**src/cpu_pkg.sv**
```systemverilog
package cpu_pkg;

  ////////////////////
  // widths
  ////////////////////

  // data and instruction width
  localparam int WORD       = 16;
  localparam int ADDR_WIDTH = 3;
  localparam int NUM_REGS   = 8;
  // immediate field sits in the low bits of the instruction
  localparam int IMM_WIDTH  = 6;

  ////////////////////
  // encodings
  ////////////////////

  // opcode lives in instr[15:12]
  typedef enum logic [3:0] {
    NOP   = 4'h0,
    ADD   = 4'h1,
    SUB   = 4'h2,
    AND   = 4'h3,
    OR    = 4'h4,
    XOR   = 4'h5,
    ADDI  = 4'h6,
    LOAD  = 4'h7,
    STORE = 4'h8
  } opcode_e;

  typedef enum logic [2:0] {
    ALU_ADD = 3'd0,
    ALU_SUB = 3'd1,
    ALU_AND = 3'd2,
    ALU_OR  = 3'd3,
    ALU_XOR = 3'd4
  } alu_op_e;

  // write-back source select
  typedef enum logic {
    WB_ALU = 1'b0,
    WB_MEM = 1'b1
  } wb_src_e;

  ////////////////////
  // pipeline structs
  ////////////////////

  typedef struct packed {
    alu_op_e alu_op;
    logic    alu_src_imm;
    logic    mem_rd;
    logic    mem_wr;
    logic    reg_wr;
    wb_src_e wb_src;
  } ctrl_t;

  // everything execute needs from decode
  typedef struct packed {
    logic                  valid;
    ctrl_t                 ctrl;
    logic [ADDR_WIDTH-1:0] rd;
    logic [ADDR_WIDTH-1:0] rs1;
    logic [ADDR_WIDTH-1:0] rs2;
    logic [WORD-1:0]       imm;
    logic [WORD-1:0]       op_a;
    logic [WORD-1:0]       op_b;
    logic [WORD-1:0]       pc;
  } id_ex_t;

endpackage

```
**src/cpu_controller.sv**
```systemverilog
`timescale 1ns/100ps

module cpu_controller import cpu_pkg::*; (
  input  logic [WORD-1:0]       instr_i,
  output ctrl_t                 ctrl_o,
  output logic [ADDR_WIDTH-1:0] rs1_o,
  output logic [ADDR_WIDTH-1:0] rs2_o,
  output logic [ADDR_WIDTH-1:0] rd_o,
  output logic                  uses_rs2_o,
  output logic [WORD-1:0]       imm_o
);

  ////////////////////
  // field split
  ////////////////////

  opcode_e               opcode;
  logic [ADDR_WIDTH-1:0] rd_field;
  logic [ADDR_WIDTH-1:0] rs1_field;
  logic [ADDR_WIDTH-1:0] rs2_field;
  logic [IMM_WIDTH-1:0]  imm_field;

  assign opcode    = opcode_e'(instr_i[15:12]);
  assign rd_field  = instr_i[11:9];
  assign rs1_field = instr_i[8:6];
  assign rs2_field = instr_i[5:3];
  // imm overlaps rs2, only one of them is meaningful per opcode
  assign imm_field = instr_i[IMM_WIDTH-1:0];

  assign rd_o  = rd_field;
  assign rs1_o = rs1_field;
  // store data register is named by the rd field
  assign rs2_o = (opcode == STORE) ? rd_field : rs2_field;

  assign imm_o = {{(WORD-IMM_WIDTH){imm_field[IMM_WIDTH-1]}}, imm_field};

  ////////////////////
  // control decode
  ////////////////////

  always_comb begin
    // nop and unknown codes fall through with every enable low
    ctrl_o.alu_op      = ALU_ADD;
    ctrl_o.alu_src_imm = 1'b0;
    ctrl_o.mem_rd      = 1'b0;
    ctrl_o.mem_wr      = 1'b0;
    ctrl_o.reg_wr      = 1'b0;
    ctrl_o.wb_src      = WB_ALU;
    uses_rs2_o         = 1'b0;

    case (opcode)
      ADD, SUB, AND, OR, XOR: begin
        ctrl_o.reg_wr = 1'b1;
        uses_rs2_o    = 1'b1;
        case (opcode)
          SUB:     ctrl_o.alu_op = ALU_SUB;
          AND:     ctrl_o.alu_op = ALU_AND;
          OR:      ctrl_o.alu_op = ALU_OR;
          XOR:     ctrl_o.alu_op = ALU_XOR;
          default: ctrl_o.alu_op = ALU_ADD;
        endcase
      end
      ADDI: begin
        ctrl_o.alu_src_imm = 1'b1;
        ctrl_o.reg_wr      = 1'b1;
      end
      LOAD: begin
        // address is rs1 + imm, result comes back from memory
        ctrl_o.alu_src_imm = 1'b1;
        ctrl_o.mem_rd      = 1'b1;
        ctrl_o.reg_wr      = 1'b1;
        ctrl_o.wb_src      = WB_MEM;
      end
      STORE: begin
        ctrl_o.alu_src_imm = 1'b1;
        ctrl_o.mem_wr      = 1'b1;
        uses_rs2_o         = 1'b1;
      end
      default: begin
        ctrl_o.alu_op = ALU_ADD;
      end
    endcase
  end

endmodule

```
**src/decode_exe_reg.sv**
```systemverilog
`timescale 1ns/100ps

module decode_exe_reg import cpu_pkg::*; (
  input  logic   clk_i,
  input  logic   rst_n_i,
  input  logic   bubble_i,
  input  logic   flush_i,
  input  id_ex_t id_ex_i,
  output id_ex_t id_ex_o
);

  logic   kill;
  logic   valid_q;
  logic   mem_rd_q;
  logic   mem_wr_q;
  logic   reg_wr_q;
  id_ex_t data_q;

  // stall, flush or an empty slot all turn into a bubble
  assign kill = bubble_i || flush_i || !id_ex_i.valid;

  // valid and enables
  always_ff @(posedge clk_i or negedge rst_n_i) begin
    if (!rst_n_i) begin
      valid_q  <= 1'b0;
      mem_rd_q <= 1'b0;
      mem_wr_q <= 1'b0;
      reg_wr_q <= 1'b0;
    end else begin
      valid_q  <= !kill;
      mem_rd_q <= !kill && id_ex_i.ctrl.mem_rd;
      mem_wr_q <= !kill && id_ex_i.ctrl.mem_wr;
      reg_wr_q <= !kill && id_ex_i.ctrl.reg_wr;
    end
  end

  // payload loads every cycle, a bubble just leaves it meaningless
  always_ff @(posedge clk_i) begin
    data_q <= id_ex_i;
  end

  always_comb begin
    id_ex_o             = data_q;
    id_ex_o.valid       = valid_q;
    id_ex_o.ctrl.mem_rd = mem_rd_q;
    id_ex_o.ctrl.mem_wr = mem_wr_q;
    id_ex_o.ctrl.reg_wr = reg_wr_q;
  end

endmodule

```
**src/decode_stage.sv**
```systemverilog
`timescale 1ns/100ps

module decode_stage import cpu_pkg::*; (
  input  logic                  clk_i,
  input  logic                  rst_n_i,
  // fetch
  input  logic                  instr_valid_i,
  input  logic [WORD-1:0]       instr_i,
  input  logic [WORD-1:0]       pc_i,
  output logic                  stall_o,
  // execute
  input  logic                  exe_mem_rd_i,
  input  logic [ADDR_WIDTH-1:0] exe_rd_i,
  // write-back
  input  logic                  wb_we_i,
  input  logic [ADDR_WIDTH-1:0] wb_addr_i,
  input  logic [WORD-1:0]       wb_data_i,
  // later stages
  input  logic                  flush_i,
  output id_ex_t                id_ex_o
);

  ctrl_t                 ctrl;
  logic [ADDR_WIDTH-1:0] rs1;
  logic [ADDR_WIDTH-1:0] rs2;
  logic [ADDR_WIDTH-1:0] rd;
  logic                  uses_rs2;
  logic [WORD-1:0]       imm;
  logic                  hazard;
  logic [WORD-1:0]       rdata_a;
  logic [WORD-1:0]       rdata_b;
  logic [WORD-1:0]       op_b;
  id_ex_t                id_ex_next;

  cpu_controller controller_inst (
    .instr_i    (instr_i),
    .ctrl_o     (ctrl),
    .rs1_o      (rs1),
    .rs2_o      (rs2),
    .rd_o       (rd),
    .uses_rs2_o (uses_rs2),
    .imm_o      (imm)
  );

  hazard_detector hazard_inst (
    .exe_mem_rd_i (exe_mem_rd_i),
    .exe_rd_i     (exe_rd_i),
    .rs1_i        (rs1),
    .rs2_i        (rs2),
    .uses_rs2_i   (uses_rs2),
    .hazard_o     (hazard)
  );

  reg_file reg_file_inst (
    .clk_i     (clk_i),
    .rst_n_i   (rst_n_i),
    .we_i      (wb_we_i),
    .waddr_i   (wb_addr_i),
    .wdata_i   (wb_data_i),
    .raddr_a_i (rs1),
    .raddr_b_i (rs2),
    .rdata_a_o (rdata_a),
    .rdata_b_o (rdata_b)
  );

  // an empty slot never holds fetch
  assign stall_o = instr_valid_i && hazard;

  // stores keep their data in op_b, the offset rides along in imm
  assign op_b = (ctrl.alu_src_imm && !ctrl.mem_wr) ? imm : rdata_b;

  always_comb begin
    id_ex_next.valid = instr_valid_i;
    id_ex_next.ctrl  = ctrl;
    id_ex_next.rd    = rd;
    id_ex_next.rs1   = rs1;
    id_ex_next.rs2   = rs2;
    id_ex_next.imm   = imm;
    id_ex_next.op_a  = rdata_a;
    id_ex_next.op_b  = op_b;
    id_ex_next.pc    = pc_i;
  end

  decode_exe_reg id_ex_reg_inst (
    .clk_i    (clk_i),
    .rst_n_i  (rst_n_i),
    .bubble_i (stall_o),
    .flush_i  (flush_i),
    .id_ex_i  (id_ex_next),
    .id_ex_o  (id_ex_o)
  );

endmodule

```
**src/hazard_detector.sv**
```systemverilog
`timescale 1ns/100ps

module hazard_detector import cpu_pkg::*; (
  input  logic                  exe_mem_rd_i,
  input  logic [ADDR_WIDTH-1:0] exe_rd_i,
  input  logic [ADDR_WIDTH-1:0] rs1_i,
  input  logic [ADDR_WIDTH-1:0] rs2_i,
  input  logic                  uses_rs2_i,
  output logic                  hazard_o
);

  logic rs1_hit;
  logic rs2_hit;

  // rs1 is always read as the base or first operand
  assign rs1_hit = (exe_rd_i == rs1_i);

  // second port only matters when the instruction reads it
  assign rs2_hit = uses_rs2_i && (exe_rd_i == rs2_i);

  // load result is not ready until after execute, so hold decode
  assign hazard_o = exe_mem_rd_i && (rs1_hit || rs2_hit);

endmodule

```
**src/reg_file.sv**
```systemverilog
`timescale 1ns/100ps

module reg_file import cpu_pkg::*; (
  input  logic                  clk_i,
  input  logic                  rst_n_i,
  input  logic                  we_i,
  input  logic [ADDR_WIDTH-1:0] waddr_i,
  input  logic [WORD-1:0]       wdata_i,
  input  logic [ADDR_WIDTH-1:0] raddr_a_i,
  input  logic [ADDR_WIDTH-1:0] raddr_b_i,
  output logic [WORD-1:0]       rdata_a_o,
  output logic [WORD-1:0]       rdata_b_o
);

  logic [WORD-1:0] regs_q [NUM_REGS];

  ////////////////////
  // write port
  ////////////////////

  always_ff @(posedge clk_i or negedge rst_n_i) begin
    if (!rst_n_i) begin
      for (int i = 0; i < NUM_REGS; i++) begin
        regs_q[i] <= '0;
      end
    end else if (we_i) begin
      regs_q[waddr_i] <= wdata_i;
    end
  end

  ////////////////////
  // read ports
  ////////////////////

  // same-cycle write-back goes straight through to the reader
  assign rdata_a_o = (we_i && (waddr_i == raddr_a_i)) ? wdata_i : regs_q[raddr_a_i];
  assign rdata_b_o = (we_i && (waddr_i == raddr_b_i)) ? wdata_i : regs_q[raddr_b_i];

endmodule
```
**config.mk**
```make
export PLATFORM = sky130hd
export DESIGN_NAME = decode_stage
export DESIGN_NICKNAME = d
export VERILOG_FILES = /design/src/cpu_pkg.sv /design/src/cpu_controller.sv /design/src/decode_exe_reg.sv /design/src/decode_stage.sv /design/src/hazard_detector.sv /design/src/reg_file.sv
export SDC_FILE = /design/constraint.sdc
export NUM_CORES = 1
export LEC_CHECK = 0
export ABC_CLOCK_PERIOD_IN_PS = 2600
export BUFFER_PORTS_ARGS = -buffer_cell sky130_fd_sc_hd__buf_4
export CORE_MARGIN = 4
export CORE_UTILIZATION = 35
export DETAILED_ROUTE_END_ITERATION = 16
export PLACE_DENSITY = 0.55
export SKIP_CTS_REPAIR_TIMING = 1
export SYNTH_ARGS = -nofsm -noshare
export SYNTH_HDL_FRONTEND = slang
export SYNTH_SLANG_ARGS = --single-unit
```
**constraint.sdc**
```tcl
create_clock -name clk_i -period 2.6 [get_ports clk_i]
set_input_delay 0.52 -clock clk_i [delete_from_list [all_inputs] [get_ports clk_i]]
set_output_delay 0.52 -clock clk_i [all_outputs]
set_load 0.02 [all_outputs]
```
## After elaboration in Yosys (flattened, before gate mapping)

Cells that the tools add are included.

| cells by class | value |
|---|---|
| muxes and demuxes | 19 |
| bitwise gates (word level) | 3 |
| reductions and logical operators | 20 |
| order comparisons | 4 |
| equality and inequality tests | 12 |

Operators with widths:

| kind | count |
|---|---|
| $bwmux 128 | 1 |
| $mux 16 | 8 |
| $bmux 16 s3 | 2 |
| $demux 16 s3 | 1 |
| $eq 4x3->1 const B | 4 |
| $eq 3x3->1 | 4 |
| $ge 4x4->1 const B | 3 |
| $not 3->4 | 3 |
| $pmux 3 s4 | 1 |
| $logic_and 1x1->1 | 10 |
| $eq 4x2->1 const B | 2 |
| $reduce_or 7->1 | 1 |
| $reduce_or 6->1 | 1 |
| $mux 1 | 5 |
| $reduce_or 5->1 | 1 |
| $eq 4x1->1 const B | 1 |
| $eq 4x4->1 const B | 1 |
| $lt 4x1->1 const B | 1 |
| $logic_not 1->1 | 3 |
| $logic_or 1x1->1 | 3 |
| $mux 3 | 1 |
| $reduce_or 3->1 | 1 |

| word-level totals | value |
|---|---|
| flip-flop bits (word level) | 200 |
| input port bits | 60 |
| output and inout port bits | 83 |
| word-level logic and storage cells | 80 |

## Longest topological paths before layout

| depth | value |
|---|---|
| word-level depth | 11 |
| gate-level depth with buffers | 10 |
| gate-level depth less buffers | 7 |

## Cells and area by module

Synthesis repeated with hierarchy kept, for this count alone.

| unflattened totals | value |
|---|---|
| cells, all modules | 615 |
| area, all modules | 9968.3 µm² |

By module, submodules not included:

| module | times used | area an instance (µm²) | cells each | seq. area each (µm²) |
|---|---|---|---|---|
| reg_file | 1 | 7533.5 | 452 | 3203.1 |
| decode_exe_reg | 1 | 1736.7 | 90 | 1661.6 |
| cpu_controller | 1 | 352.8 | 44 | 0.0 |
| decode_stage | 1 | 269.0 | 20 | 0.0 |
| hazard_detector | 1 | 76.3 | 9 | 0.0 |

## Least setup slack after synthesis

Ideal clock, no wire load.

| timing | value |
|---|---|
| path type | input-to-output |
| from | input instr_i[12] |
| to | output stall_o |
| path slack | -62 ps |
| required time | 2080 ps |
| path buffers | 2 |
| cell stages on the path | 8 |
| data arrival time | 2142 ps |
| cell sequence | buf_6 > or4b_1 > buf_6 > mux2i_4 > inv_4 > xnor2_1 > a31oi_1 > nor2_1 |

| on the way | value |
|---|---|
| longest elaborated chain between the ends | 7 |
| elaborated cells between the ends (all ways) | 14 |
| those cells by class | eq/ne: 7; mux: 2; reduce/logical: 5 |

Ends and longest elaborated chain:

| item | RTL line | text |
|---|---|---|
| from (decl) | decode_stage.sv:8 | `input logic [WORD-1:0] instr_i,` |
| $eq 4x1->1, or another cell as far along | cpu_controller.sv:51 | `case (opcode)` |
| $reduce_or 6->1 (no line) / $mux 3 (equally long branches) | n/a |  |
| $mux 1 / $eq 3x3->1 (equally long branches) | cpu_controller.sv:51, hazard_detector.sv:19 |  |
| $logic_and 1x1->1 * | hazard_detector.sv:19 | `assign rs2_hit = uses_rs2_i && (exe_rd_i == rs2_i);` |
| $logic_or 1x1->1 * | hazard_detector.sv:22 | `assign hazard_o = exe_mem_rd_i && (rs1_hit \|\| rs2_hit);` |
| $logic_and 1x1->1 * | hazard_detector.sv:22 |  |
| $logic_and 1x1->1 * | decode_stage.sv:67 | `assign stall_o = instr_valid_i && hazard;` |
| to (decl) | decode_stage.sv:10 | `output logic stall_o,` |

Mark *: on every way between the ends. The rest lies on a longest branch, timed or not.

## Worst setup path after layout

| timing | value |
|---|---|
| from | input instr_i[14] |
| to | output stall_o |

Same word-level chain as after synthesis.

==> results.yml <==
run_status:
  status: "finished with violations"
  violations: "setup timing"
synth:
  syn-cell-area_um2: 9240
  synthTopCellsByCount: "dfrtp_1, mux2i_1, mux2_2"
  synth_area_leader_cell: "dfrtp_1"
  synthCells: 740
  synth_top_family_by_area: "multiplexers"
  ys_warn_count: 0
  synthSimpleGateAreaFrac_pct: 5.52
  synth-compound-area-share_pct: 7.20
  synth_fa_ha_area_share_pct: 0
  synthDistinctLibCells: 43
  netlist.area_leader.share_pct: 35.7
  synth_area_per_cell_um2: 12.5
  synth_xor_area_share_pct: 1.31
  synth_fp_nets: 800
  async_reset_ff_share_pct: 66.0
  synth_ff_type: "dfrtp_1"
  ys_seq_area_share_pct: 50.5
  synthTopCellsByArea: "dfrtp_1, dfxtp_1, mux2i_1"
  synthMuxAreaShare_pct: 31.0
  synth_edf_count: 0
  synth.most_common_cell: "dfrtp_1"
  yosys_register_bits: 200
global_route:
  gr-total-overflow: 0
  grt_max_degree: 47
  grtUsageTotal_pct: 16.4
  grt_first_pass_wirelength_um: 36800
  grt_pass1_vias: 6186
  grt_antenna_before_repair: 0
floorplanning:
  die-width_um: 171
  rows: 59
  core-area_um2: 26000
  initial_utilization_pct: 35.6
  die_h_um: 171
  num_io_pins: 143
  dieArea_um2: 29100
route:
  wirelength_um: 23800
  dr_total_vias: 6202
  drc: 0
  dr.pass1.iters: 4
  wire_per_inst_um: 19.3
  drtIter0Drc: 343
  via_per_inst: 5.03
  antenna_left: 0
critical_path:
  crit_buf_inv: 3
  cp_max_fo: 5
  crit_type: "in -> out"
  slowest_stage: "or4b_4"
  critPathCaptureType: "output pin"
  crit_chain: "buf_6 -> or4b_4 -> buf_6 -> mux2i_4 -> xnor2_1 -> nor2_1 -> a31oi_1 -> nor2_2 -> buf_6"
  crit_path_frequent_cell: "buf_6"
  worst_ep_arrival_time_ns: 2.10
  crit_required_ns: 2.08
  cpLargestDelayFamily: "simple AND/OR/NAND/NOR gates"
  start_kind: "input pin"
  slowest_delay_ns: 0.52
power:
  p_leak_nw: 5.21
  p_per_area_nw_per_um2: 756
  power.ir.vdd_worst_mv: 0.375
layout:
  fin_nets: 945
  area_growth_pct: 23.9
  n_antenna_cell: 0
  drive_above_1_share_pct: 40.6
  final_area_um2: 11500
place:
  placed_cell_area_um2: 10900
  gp_congestion: 0.768
  place_hpwl_um: 16400
  numPortBuffers: 142
timing:
  slew_violations: 0
  timing.hold.ws_ns: 0.00843
  tightest_slew_ns: 0.648
  period_share_pct: 101
  fin_skew_ns: 0.0100
  fin_crit_ns: 2.62
  grt_setup_unrepaired: "true"
  slew_headroom_pct: 56.6
  hold_viol_final: 0
  fmax_mhz: 382
  fin_ws_ns: -0.0180
  setup_viol: 1
flow_run:
  maxCapViolations: 0
clocking:
  cts.reportedPaths.clkPinSlew_ns: 0.08
  cts_buffer_depth: 2
  clock-sinks: 200
  clk_latency_ns: 0.43
  cts_tree: "yes"
  htreeDepth: 4
  cts_root_buf: "clkbuf_16"
  numCtsBuffers: 17
worst_hold_path:
  hp-class: "in -> async"
## path summary, 6_finish.rpt
kind | start | end | slack (ns) | depth (start not counted)
max in group asynchronous | rst_n_i | reg_file_inst.regs_q[95]$_DFFE_PN0P_ | 1.91 | 2
worst max-delay path | instr_i[14] | stall_o | -0.02 | 9
worst min register to register | reg_file_inst.regs_q[12]$_DFFE_PN0P_ | reg_file_inst.regs_q[12]$_DFFE_PN0P_ | 0.51 | 2
worst min-delay path | rst_n_i | reg_file_inst.regs_q[36]$_DFFE_PN0P_ | 0.008 | 1
worst max register to register | reg_file_inst.regs_q[63]$_DFFE_PN0P_ | id_ex_reg_inst.id_ex_o[47]$_DFF_P_ | 1.30 | 3
min in group clk_i | pc_i[8] | id_ex_reg_inst.id_ex_o[8]$_DFF_P_ | 0.18 | 1
## area by class of cell
class / count / area, um^2
Fill cell: 2429 / 14500
Sequential cell: 200 / 4660
Multi-Input combinational cell: 458 / 4210
Timing Repair Buffer: 194 / 1560
Clock buffer: 19 / 433
Tap cell: 335 / 419
Clock inverter: 13 / 113
Inverter: 14 / 55.1
## registers in the layout (all words and copies together) (netlist names)
name	flops
reg_file_inst.regs_q	128
id_ex_reg_inst.reg_wr_q	1
id_ex_reg_inst.id_ex_o	68
id_ex_reg_inst.valid_q	1
id_ex_reg_inst.mem_rd_q	1
id_ex_reg_inst.mem_wr_q	1
## kinds of logic (layout without fill, tap and decap cells)
| group | Yosys count | count (layout) |
|---|---|---|
| AO/OA/AOI/OAI | 102 | 102 |
| XOR/XNOR | 13 | 13 |
| buffers and inverters | 82 | 240 |
| flip-flops | 200 | 200 |
| multiplexers | 233 | 233 |
| AND/OR/NAND/NOR | 110 | 110 |
## cells in the final DEF (no fill, tap or decap), types with 3 or more instances in the layout
cell / count
buf_4: 183
dfrtp_1: 132
mux2i_1: 114
mux2_2: 84
dfxtp_1: 68
nand2_1: 55
o21ai_0: 54
mux4_2: 32
nor2_1: 25
a21oi_1: 17
clkbuf_16: 17
inv_1: 11
a221oi_2: 10
a22oi_1: 10
xnor2_1: 9
buf_12: 7
inv_4: 5
a21boi_0: 5
clkinv_4: 4
inv_8: 4
buf_6: 4
mux2i_4: 3
and2_1: 3
nand3_1: 3
xor2_1: 3
nor3_1: 3
nand4b_1: 3
## power by group
group | switching (mW) | internal (mW)
registers | 0.389 | 3.69
clock network | 1.26 | 1.26
logic | 0.958 | 1.11
## metrics by stage
step / setup TNS [ns] / power [mW] / utilization [%] / worst slack [ns] / instances
floorplan: 0 / 5.41 / - / 0.00158 / 740
global placement: -1.02 / 6.20 / 41.8 / -0.0994 / 1200
detailed placement: -1.83 / 6.22 / 41.8 / -0.176 / 1200
CTS: -0.145 / 8.75 / 43.9 / -0.145 / 1232
global route: -0.124 / 9.11 / 44.1 / -0.124 / 1233
finish: -0.0180 / 8.66 / 44.1 / -0.0180 / 1233
## metal layers
| metal | global-route usage, % | up-vias | routed length, um |
|---|---|---|---|
| li1 | - | 2943 | - |
| met1 | 23.2 | 3102 | 11200 |
| met2 | 26.3 | 139 | 11200 |
| met3 | 2.98 | 18 | 1120 |
| met4 | 3.96 | 0 | 281 |
| met5 | 0 | - | 0 |
## worst reg2reg max path: cells and delay by family (launching register included)
kind,cells,cell delay (ns)
compound gates,1,0.10
flops,1,0.41
mux,2,0.67
Note: power is estimated with default switching activity, not from simulation.
